===== config.mk =====
export PLATFORM = sky130hd
export DESIGN_NAME = register_file
export DESIGN_NICKNAME = d
export VERILOG_FILES = /design/src/logic/rv_pkg.sv /design/src/logic/register_file.sv
export SDC_FILE = /design/constraint.sdc
export NUM_CORES = 2
export LEC_CHECK = 0
export ABC_CLOCK_PERIOD_IN_PS = 3750
export BUFFER_PORTS_ARGS = -buffer_cell sky130_fd_sc_hd__buf_4
export CAP_MARGIN = 5
export CORE_AREA = 10 10 326 328
export CTS_CLUSTER_SIZE = 25
export DETAILED_ROUTE_END_ITERATION = 12
export DIE_AREA = 0 0 336 338
export HOLD_SLACK_MARGIN = 0.08
export PLACE_DENSITY = 0.81
export SLEW_MARGIN = 20
export SYNTH_ARGS = -nofsm -noshare
export SYNTH_HDL_FRONTEND = slang
export SYNTH_SLANG_ARGS = --single-unit

===== constraint.sdc =====
create_clock -name clk_100mhz -period 3.75 [get_ports clk_100mhz]
set_input_delay 0.9375 -clock clk_100mhz [delete_from_list [all_inputs] [get_ports clk_100mhz]]
set_output_delay 0.9375 -clock clk_100mhz [all_outputs]
set_load 0.02 [all_outputs]

===== src/logic/rv_pkg.sv =====
package rv_pkg;

  // Basic word types
  typedef logic signed [31:0] word_t;    // Register and memory data
  typedef logic [31:0] addr_t;           // Byte address and PC
  typedef logic [4:0] reg_idx_t;

  // One instruction word, two field layouts
  typedef union packed {
    struct packed {
      logic [6:0] funct7;
      reg_idx_t   rs2;
      reg_idx_t   rs1;
      logic [2:0] funct3;
      reg_idx_t   rd;
      logic [6:0] opcode;
    } r;
    struct packed {
      logic [11:0] imm;                  // inst[31:20]
      reg_idx_t    rs1;
      logic [2:0]  funct3;
      reg_idx_t    rd;
      logic [6:0]  opcode;
    } i;
  } inst_u;

  typedef enum logic [3:0] {
    OP, OP_IMM, LOAD, STORE, BRANCH, JAL, LUI, SYSTEM, NOP
  } itype_e;

  typedef enum logic [3:0] {
    ADD, SUB, AND, OR, XOR, SLT, SLL, SRL, SRA
  } alu_func_e;

  typedef enum logic [2:0] {
    EQ, NE, LT, GE
  } br_func_e;

  // RV32I major opcodes
  localparam logic [6:0] OPC_OP     = 7'b0110011;
  localparam logic [6:0] OPC_OP_IMM = 7'b0010011;
  localparam logic [6:0] OPC_LOAD   = 7'b0000011;
  localparam logic [6:0] OPC_STORE  = 7'b0100011;
  localparam logic [6:0] OPC_BRANCH = 7'b1100011;
  localparam logic [6:0] OPC_JAL    = 7'b1101111;
  localparam logic [6:0] OPC_LUI    = 7'b0110111;
  localparam logic [6:0] OPC_SYSTEM = 7'b1110011;

  localparam logic [31:0] ECALL_WORD = 32'h0000_0073; // Only SYSTEM word we accept
  localparam logic [2:0]  F3_WORD    = 3'b010;        // LW / SW width code

  // Memory sizes, in 32-bit words
  localparam int IMEM_DEPTH = 128;
  localparam int DMEM_DEPTH = 1024;
  localparam int IMEM_AW    = 7;
  localparam int DMEM_AW    = 10;

endpackage

===== src/logic/register_file.sv =====
`timescale 1ns/1ps

module register_file import rv_pkg::*; (
  input  logic     clk_100mhz,
  input  logic     rst_in,
  input  reg_idx_t rs1,
  input  reg_idx_t rs2,
  input  reg_idx_t wa,
  input  logic     we,
  input  word_t    wd,
  output word_t    rd1,
  output word_t    rd2
);

  word_t regs [32];

  // Combinational reads, x0 hardwired
  assign rd1 = (rs1 == '0) ? '0 : regs[rs1];
  assign rd2 = (rs2 == '0) ? '0 : regs[rs2];

  always_ff @(posedge clk_100mhz) begin
    if (rst_in) begin
      for (int i = 0; i < 32; i++) regs[i] <= '0;
    end else if (we && wa != '0) begin
      regs[wa] <= wd;                    // Readable from the next cycle
    end
  end

endmodule


==> results by group <==
Floorplanning
  • Die Wd: approximately 340 um
  • DIE HEIGHT: 338 um
  • Site row count: 116
  • # IOs: 114
  • Die ar.: 114000 um2
  • Core ar.: between 90000 and 100000 um2
  • Starting density of the core: 54.5%

Worst setup path
  • CP max FO: 6
  • WP buf/inv: 5
  • Worst Path Arrival: 3.02 ns
  • Critical Path RT: 2.81 ns
  • Crit-path slowest cell: mux4_2
  • Crit start category: input port
  • Crit-path leading delay family: multiplexers
  • CP peak stage delay: 0.50 ns
  • Crit Path Category: in2out
  • CP Cell Sequence: buf_16 > buf_12 > clkbuf_16 > mux4_2 > mux4_2 > o22ai_2 > buf_4 > nor3_2 > buf_4
  • Setup crit end kind: output port

Synthesis
  • Yosys warning count: 0
  • Avg Inst Size Synth: 15.5 um2
  • Share of the synthesized area in the top cell type: 56.7%
  • Sequential area share after synthesis: 56.7%
  • Number of synthesized flops with an enable pin: around 1.0k
  • Post-synth top cells: edfxtp_1, and2_1, mux4_2
  • Synth area leader: edfxtp_1
  • Leading post-synthesis cells by cell area: edfxtp_1, mux4_2, and2_1
  • Yosys cell types: 42
  • Number of cells produced by synthesis: approximately 3.5k
  • Top_reg_cell synth: edfxtp_1
  • Asr flop ratio synth: 0%
  • Yosys reg bits: a little over 1k
  • Synth Cell Area: approximately 54000 um2
  • Most frequent cell after synthesis: edfxtp_1

Timing
  • Final worst slack: -0.209 ns
  • F_max: 253 MHz
  • Final hold vios: 0
  • Rel. slew slack: 44.3%
  • Post-layout min period: about 4.0 ns
  • Final period util: 106%
  • Hold WS: around 0.78 ns
  • RSZ-0062 raised after global routing: yes
  • Worst Tran Pin Value: 0.833 ns
  • Final Max Tran Viols: 0
  • # setup viols final: 56

Route
  • Routed Antenna Nets: 0
  • Vias post-DR: 37.9k
  • First-pass detailed-route iteration total: 6
  • DRT iter0 DRCs: between 7k and 8k
  • WL/cell: 36.0 um
  • DRC viols: 0
  • DRT Wirelength: approximately 190 mm
  • Via-to-Cell Ratio: 7.22

Job
  • Max Cap Viol: 0

Clock tree
  • Clk slew on worst S/H paths: ~0.060 ns
  • Clock Tree Buf Depth: 3
  • H-tree Lvls: 3
  • CTS tree: yes
  • TritonCTS buffer count: 102
  • CTS Sinks: 1024
  • CTS Root Cell: clkbuf_16

Layout
  • Layout cell share with drive strength beyond 1: 39.3%
  • Post-Layout Cell Count: ~5.2k
  • Total Nets Final: around 3.9k
  • Number of flip-flops in the largest register: slightly above 1k
  • Layout fillers: 6098
  • Area growth, synth to finish: 23.4%
  • Area of the multi-input gates: between 20000 and 25000 um2
  • Final Util: 67.2%
  • Top flop regs: regs (1024)
  • FF+latch area: roughly 30000 um2
  • Reg with most FFs: regs

Outcome
  • Status: complete, but fails checks
  • Failing checks: setup timing

Power and ir drop
  • Peak supply drop: 0.430 mV
  • Power per cell area: around 430 nW/um2
  • Pleak: 23.8 nW
  • Tot Pwr: around 29 mW

Global route
  • GRT Total Usage: 31.9%
  • Largest net degree at the start of global routing: 67
  • Initial antenna violation count: 7
  • GRT overflow: 0
  • Vias in the first global route: 38.4k
  • First-pass GRT wire length: 262 mm

Placed design
  • Placed cells: 4936
  • Post-place setup slack: -0.573 ns
  • DP Wirelength: 110 mm
  • Quantity of I/O buffers inserted on ports: 113
  • GP Congestion: roughly 0.96

Min path
  • Worst hold path class: in2reg
[power by group]
part / total (mW) / internal, mW / switching, mW / leakage, nW
Sequential: 13.6 / 13.2 / 0.393 / 9.75
Clock: 10.3 / 5.88 / 4.44 / 1.60
Combinational: 4.66 / 2.20 / 2.46 / 12.4
Total: 28.6 / 21.3 / 7.29 / 23.8
[cell type report]
cell class                 count  share of cell area (%)
tap                         1298                    2.43
sequential                  1024                    45.9
inverter                       2                  0.0112
multi-input combinational   2120                    36.0
antenna                        4                  0.0150
timing repair buffer         619                    10.7
clock inverter                64                   0.937
clock buffer                 117                    3.93
[layer usage]
layer / global-route usage (%) / wire length [um] / up-vias
li1: - / - / 14300
met1: 39.7 / 59000 / 18700
met2: 48.6 / 85800 / 3961
met3: 9.63 / 29900 / 878
met4: 20.1 / 14000 / 10
met5: 0 / 58 / -
[timing repair]
action                                  4_1_cts  5_1_grt
hold buffers                                  0        0
pin swaps                                    66       78
endpoints found under the setup margin       64       63
resized for setup                           375      180
cloned                                       16        8
setup buffers                                72       46
[layout by cell type (no fill, tap or decap), types with 25 or more instances in the layout]
master     count
clkbuf_16    111
mux4_2       472
a2111oi_4     43
or2_2         33
nor3_4        32
buf_16        32
buf_6         88
o22ai_2       32
buf_4        373
a22o_1        34
edfxtp_1    1024
clkinv_1      25
and2_1       993
conb_1        32
o22ai_1       56
buf_12        99
mux2i_1      146
[cell families (layout without fill, tap and decap cells)]
group	after synthesis	in the layout	share of synthesized area, %
simple gates	1177	1177	13.3
flops	1024	1024	56.7
buf+inv	389	802	3.31
compound gates	259	259	3.65
other cells	1	36	0.00691
mux	652	652	23.0
[stage by stage]
step | TNS, ns | instance area, um2
3_5_place_dp | -17.69 | 59100
2_1_floorplan | 0 | 54300
3_3_place_gp | -16.71 | 59100
6_report | -3.59 | 66900
5_1_grt | -4.54 | 66900
4_1_cts | -2.52 | 65500
[final timing paths]
kind / startpoint / to / slack [ns] / cells after the start
worst max-delay path: rs1[1] / rd1[6] / -0.21 / 9
worst min-delay path: wd[16] / regs[16][16] / 0.78 / 2
Note: power is estimated with default switching activity, not from simulation.
