**config.mk**
```make
export PLATFORM = sky130hd
export DESIGN_NAME = decode
export DESIGN_NICKNAME = d
export VERILOG_FILES = /design/src/logic/rv_pkg.sv /design/src/logic/decode.sv
export SDC_FILE = /design/constraint.sdc
export NUM_CORES = 1
export LEC_CHECK = 0
export BUFFER_PORTS_ARGS = -buffer_cell sky130_fd_sc_hd__buf_2
export CAP_MARGIN = 20
export CORE_ASPECT_RATIO = 0.7
export CORE_UTILIZATION = 42
export CTS_BUF_LIST = sky130_fd_sc_hd__clkbuf_4 sky130_fd_sc_hd__clkbuf_8 sky130_fd_sc_hd__clkbuf_16
export CTS_CLUSTER_SIZE = 24
export DETAILED_ROUTE_END_ITERATION = 7
export GPL_TIMING_DRIVEN = 1
export PLACE_DENSITY = 0.75
export SLEW_MARGIN = 15
export SYNTH_ARGS = -nofsm -noshare
export SYNTH_HDL_FRONTEND = slang
export SYNTH_SLANG_ARGS = --single-unit
```
**constraint.sdc**
```tcl
create_clock -name clk_100mhz -period 1.5 [get_ports clk_100mhz]
set_input_delay 0.075 -clock clk_100mhz [delete_from_list [all_inputs] [get_ports clk_100mhz]]
set_output_delay 0.075 -clock clk_100mhz [all_outputs]
set_load 0.02 [all_outputs]
```
**src/logic/rv_pkg.sv**
```systemverilog
package rv_pkg;

  // Basic word types
  typedef logic signed [31:0] word_t;    // Register and memory data
  typedef logic [31:0] addr_t;           // Byte address and PC
  typedef logic [4:0] reg_idx_t;

  // One instruction word, two field layouts
  typedef union packed {
    struct packed {
      logic [6:0] funct7;
      reg_idx_t   rs2;
      reg_idx_t   rs1;
      logic [2:0] funct3;
      reg_idx_t   rd;
      logic [6:0] opcode;
    } r;
    struct packed {
      logic [11:0] imm;                  // inst[31:20]
      reg_idx_t    rs1;
      logic [2:0]  funct3;
      reg_idx_t    rd;
      logic [6:0]  opcode;
    } i;
  } inst_u;

  typedef enum logic [3:0] {
    OP, OP_IMM, LOAD, STORE, BRANCH, JAL, LUI, SYSTEM, NOP
  } itype_e;

  typedef enum logic [3:0] {
    ADD, SUB, AND, OR, XOR, SLT, SLL, SRL, SRA
  } alu_func_e;

  typedef enum logic [2:0] {
    EQ, NE, LT, GE
  } br_func_e;

  // RV32I major opcodes
  localparam logic [6:0] OPC_OP     = 7'b0110011;
  localparam logic [6:0] OPC_OP_IMM = 7'b0010011;
  localparam logic [6:0] OPC_LOAD   = 7'b0000011;
  localparam logic [6:0] OPC_STORE  = 7'b0100011;
  localparam logic [6:0] OPC_BRANCH = 7'b1100011;
  localparam logic [6:0] OPC_JAL    = 7'b1101111;
  localparam logic [6:0] OPC_LUI    = 7'b0110111;
  localparam logic [6:0] OPC_SYSTEM = 7'b1110011;

  localparam logic [31:0] ECALL_WORD = 32'h0000_0073; // Only SYSTEM word we accept
  localparam logic [2:0]  F3_WORD    = 3'b010;        // LW / SW width code

  // Memory sizes, in 32-bit words
  localparam int IMEM_DEPTH = 128;
  localparam int DMEM_DEPTH = 1024;
  localparam int IMEM_AW    = 7;
  localparam int DMEM_AW    = 10;

endpackage
```
**src/logic/decode.sv**
```systemverilog
`timescale 1ns/1ps

module decode import rv_pkg::*; (
  input  logic      clk_100mhz,
  input  logic      rst_in,
  input  inst_u     instruction,
  output itype_e    itype,
  output alu_func_e alu_func,
  output br_func_e  br_func,
  output word_t     imm,
  output reg_idx_t  rs1,
  output reg_idx_t  rs2,
  output reg_idx_t  rd
);

  itype_e    itype_n;
  alu_func_e alu_n;
  br_func_e  br_n;
  word_t     imm_n;
  word_t     imm_i, imm_s, imm_b, imm_j, imm_u;
  logic [2:0] f3;
  logic       alt;                       // funct7 bit 5, picks SUB / SRA

  assign f3  = instruction.r.funct3;
  assign alt = instruction.r.funct7[5];

  // Immediate formats, all sign extended from bit 31
  assign imm_i = {{20{instruction.i.imm[11]}}, instruction.i.imm};
  assign imm_s = {{20{instruction.r.funct7[6]}}, instruction.r.funct7, instruction.r.rd};
  assign imm_b = {{19{instruction.r.funct7[6]}}, instruction.r.funct7[6], instruction.r.rd[0],
                  instruction.r.funct7[5:0], instruction.r.rd[4:1], 1'b0};
  assign imm_j = {{11{instruction.i.imm[11]}}, instruction.i.imm[11], instruction.i.rs1,
                  instruction.i.funct3, instruction.i.imm[0], instruction.i.imm[10:1], 1'b0};
  assign imm_u = {instruction.i.imm, instruction.i.rs1, instruction.i.funct3, 12'b0};

  always_comb begin
    itype_n = NOP;                       // Anything unrecognized retires as a no-op
    br_n    = EQ;
    imm_n   = '0;
    case (f3)                            // Shared funct3 map for OP and OP_IMM
      3'b000:  alu_n = (alt && instruction.r.opcode == OPC_OP) ? SUB : ADD;
      3'b001:  alu_n = SLL;
      3'b010:  alu_n = SLT;
      3'b100:  alu_n = XOR;
      3'b101:  alu_n = alt ? SRA : SRL;
      3'b110:  alu_n = OR;
      3'b111:  alu_n = AND;
      default: alu_n = ADD;              // SLTU, not supported
    endcase
    case (instruction.r.opcode)
      OPC_OP:     if (f3 != 3'b011) itype_n = OP;
      OPC_OP_IMM: begin
        if (f3 != 3'b011) itype_n = OP_IMM;
        imm_n = imm_i;
      end
      OPC_LOAD: begin
        if (f3 == F3_WORD) itype_n = LOAD; // Word accesses only
        imm_n = imm_i;
      end
      OPC_STORE: begin
        if (f3 == F3_WORD) itype_n = STORE;
        imm_n = imm_s;
      end
      OPC_BRANCH: begin
        imm_n   = imm_b;
        itype_n = BRANCH;
        case (f3)
          3'b000:  br_n = EQ;
          3'b001:  br_n = NE;
          3'b100:  br_n = LT;
          3'b101:  br_n = GE;
          default: itype_n = NOP;        // Unsigned compares left out
        endcase
      end
      OPC_JAL: begin
        itype_n = JAL;
        imm_n   = imm_j;
      end
      OPC_LUI: begin
        itype_n = LUI;
        imm_n   = imm_u;
      end
      OPC_SYSTEM: if (instruction == ECALL_WORD) itype_n = SYSTEM;
      default: itype_n = NOP;
    endcase
  end

  always_ff @(posedge clk_100mhz) begin
    if (rst_in) begin
      itype    <= NOP;
      alu_func <= ADD;
      br_func  <= EQ;
      imm      <= '0;
      rs1      <= '0;
      rs2      <= '0;
      rd       <= '0;
    end else begin
      itype    <= itype_n;
      alu_func <= alu_n;
      br_func  <= br_n;
      imm      <= imm_n;
      rs1      <= instruction.r.rs1;
      rs2      <= instruction.r.rs2;
      rd       <= instruction.r.rd;
    end
  end

endmodule

```
==> out/results.ini <==
[sta]
period_minus_slack_ns = 1.40
finalSetupViolCount = 0
setup_tns_ns = 0
grt_setup_unrepaired = no
fmax_ghz = 0.714
slew_headroom = 0.673
hold_violations = 0
fin_crit_sh = 0.934
worstMarginPinSlew_ns = 0.478
final-max-slew-violation-count = 0

[flow_run]
maxCapViolCount = 0

[logic_synthesis]
ys_ff_latch = 57
synth-simple-area-share = 0.239
yosysMostFrequentCell = dfxtp_1
synth-xor-area-share = 0.00415
synth_top_area_share = 0.541
syn-cell-area_um2 = 2110
synth_warnings = 0
synthArstFlopShare = 0
ys_seq_area_frac = 0.541
synth.top_cells.by_count = dfxtp_1, nand2_1, a21oi_1, nor2b_1, nor2_1
synthCells = 219
synthAdderAreaFrac = 0
synth_mux_area_frac = 0.00533
synth_area_leaders = dfxtp_1, nor2b_1, a21oi_1
synth_flop_cell = dfxtp_1
synthDistinctLibCells = 46
synth_edf_count = 0
synthesis.nets = 253
synth_top_family_by_area = simple AND/OR/NAND/NOR gates
synth_compound_area_frac = 0.166
synth_top_cell_by_area = dfxtp_1
avgSynthCellArea_um2 = 9.64

[detailed_routing]
drt-pass1-iter-count = 4
vias = 1991
drc = 0
antenna_left = 0
wirelength_mm = 5.59
drtIter0Drc = 124
wl_per_cell_um = 13.8
via_per_inst = 4.90

[finish]
finalNetCount = 366
fill_cells = 424
instances_no_fill = 406
antennaDiodeCount = 0
drive_above_1_share = 0.398
syn_to_final_growth_pct = 42.8

[clock_network]
clk_pin_slew_worst_paths_ns = 0.06
cts_root_buf = clkbuf_8
cts_inserted_buffers = 9
cts_tree = built
clock_sinks = 57
htree_num_levels = 3
clockBufferDepth = 2

[pwr]
power_mw = 3.28
powerDensity_nw_per_um2 = 1090
p_leak_nw = 1.47
vdd_ir_drop_max_mv = 0.426

[placement]
routabilityCongestion = 0.877
place.detailed.hpwl_mm = 3.97
io_buffers = 90
dp.cells = 377

[floorplanning]
rows = 21
dieHeight_um = 61.3
die-area_um2 = 5320
pin_count = 92
core_um2 = 4810
start_util = 0.439
die_w_um = 86.7

[global_route]
grt_first_pass_wirelength_mm = 8.49
antenna_found_initial = 0
grt_start_max_net_pins = 33
first_global_vias = 1745
track_usage = 0.218
grt.overflow.total = 0

[critical_path]
crit_path_end_kind = register
path_class = primary input to register
cp_max_fo = 3
crit_path_start_kind = primary input
crit_arrival_ns = 1.67
cp.required_ns = 1.77

[outcome]
status = finished clean

[worst_hold_path]
holdCritPathClass = primary input to register

layer usage:
layer / wire [um] / global-route usage / vias up
met3: 377 / 0.0710 / 6
met2: 2340 / 0.302 / 90
met5: 0 / 0 / -
li1: - / - / 986
met4: 45 / 0.102 / 0
met1: 2830 / 0.307 / 909
per-stage QoR:
stage | hold slack (ns) | instance area, um^2 | utilization | setup WS, ns
2_1_floorplan | 0.185 | 2110 | - | 0.0206
3_3_place_gp | 0.301 | 2670 | 0.556 | -0.0375
3_5_place_dp | 0.306 | 2670 | 0.556 | -0.138
4_1_cts | 0.00291 | 3000 | 0.623 | 0.0402
5_1_grt | 0.0144 | 3010 | 0.627 | 0.0140
6_report | 0.0126 | 3010 | 0.627 | 0.0986
worst paths after layout:
check / from / to / cells after the start
setup / recovery: instruction[18] / itype[0] / 6
hold / removal: instruction[17] / rs1[2] / 2
power by group:
part	internal (mW)	switching [mW]	total [mW]
logic	0.145	0.198	0.343
registers	1.55	0.00754	1.56
clock network	0.765	0.617	1.38
area by class of cell:
class | count | area [um^2] | area share
clock buffers | 9 | 124 | 0.0411
clock inverters | 7 | 70.1 | 0.0232
inverters | 3 | 11.3 | 0.00374
multi-input cells | 144 | 896 | 0.297
flip-flops and latches | 57 | 1140 | 0.379
well taps | 69 | 86.3 | 0.0286
repair buffers | 117 | 686 | 0.227
layout by cell type (no fill, tap or decap), types with 2 or more instances in the layout:
cell type       n
buf_2          90
dfxtp_1        57
nand2_1        18
nor2b_1        17
a21oi_1        17
nor2_1         15
buf_4          14
dlygate4sd3_1  13
a21o_1         10
clkbuf_8        9
and2_1          8
nor3_1          6
a22oi_1         4
nand3_1         4
inv_1           3
nand3b_1        3
nand4_1         3
nor4_1          3
o21a_1          3
clkinv_2        3
and3_2          2
nor4_2          2
nand2b_1        2
o32a_1          2
o21ai_0         2
flip-flops by register name (all words and copies together), names as in the netlist:
name,count
rd,5
imm,32
itype,4
alu_func,4
rs1,5
rs2,5
br_func,2
cells by family after synthesis:
family / after synthesis
simple gates: 91
flops: 57
compound gates: 50
buf+inv: 18
xor+xnor: 1
mux: 1
other cells: 1
repair_timing:
item                                    CTS  global route
endpoints found under the hold margin    19             0
setup buffers                             0             0
resized for setup                         0             3
endpoints found under the setup margin    0             3
hold buffers                             13             0
critical path, cell delays in order:
cell and delay, ns:
dlygate4sd3_1 0.53, buf_2 0.13, nor4_1 0.26, nand4_1 0.22, nor3_2 0.28, o21a_1 0.17
(Power assumes the default switching activity.)
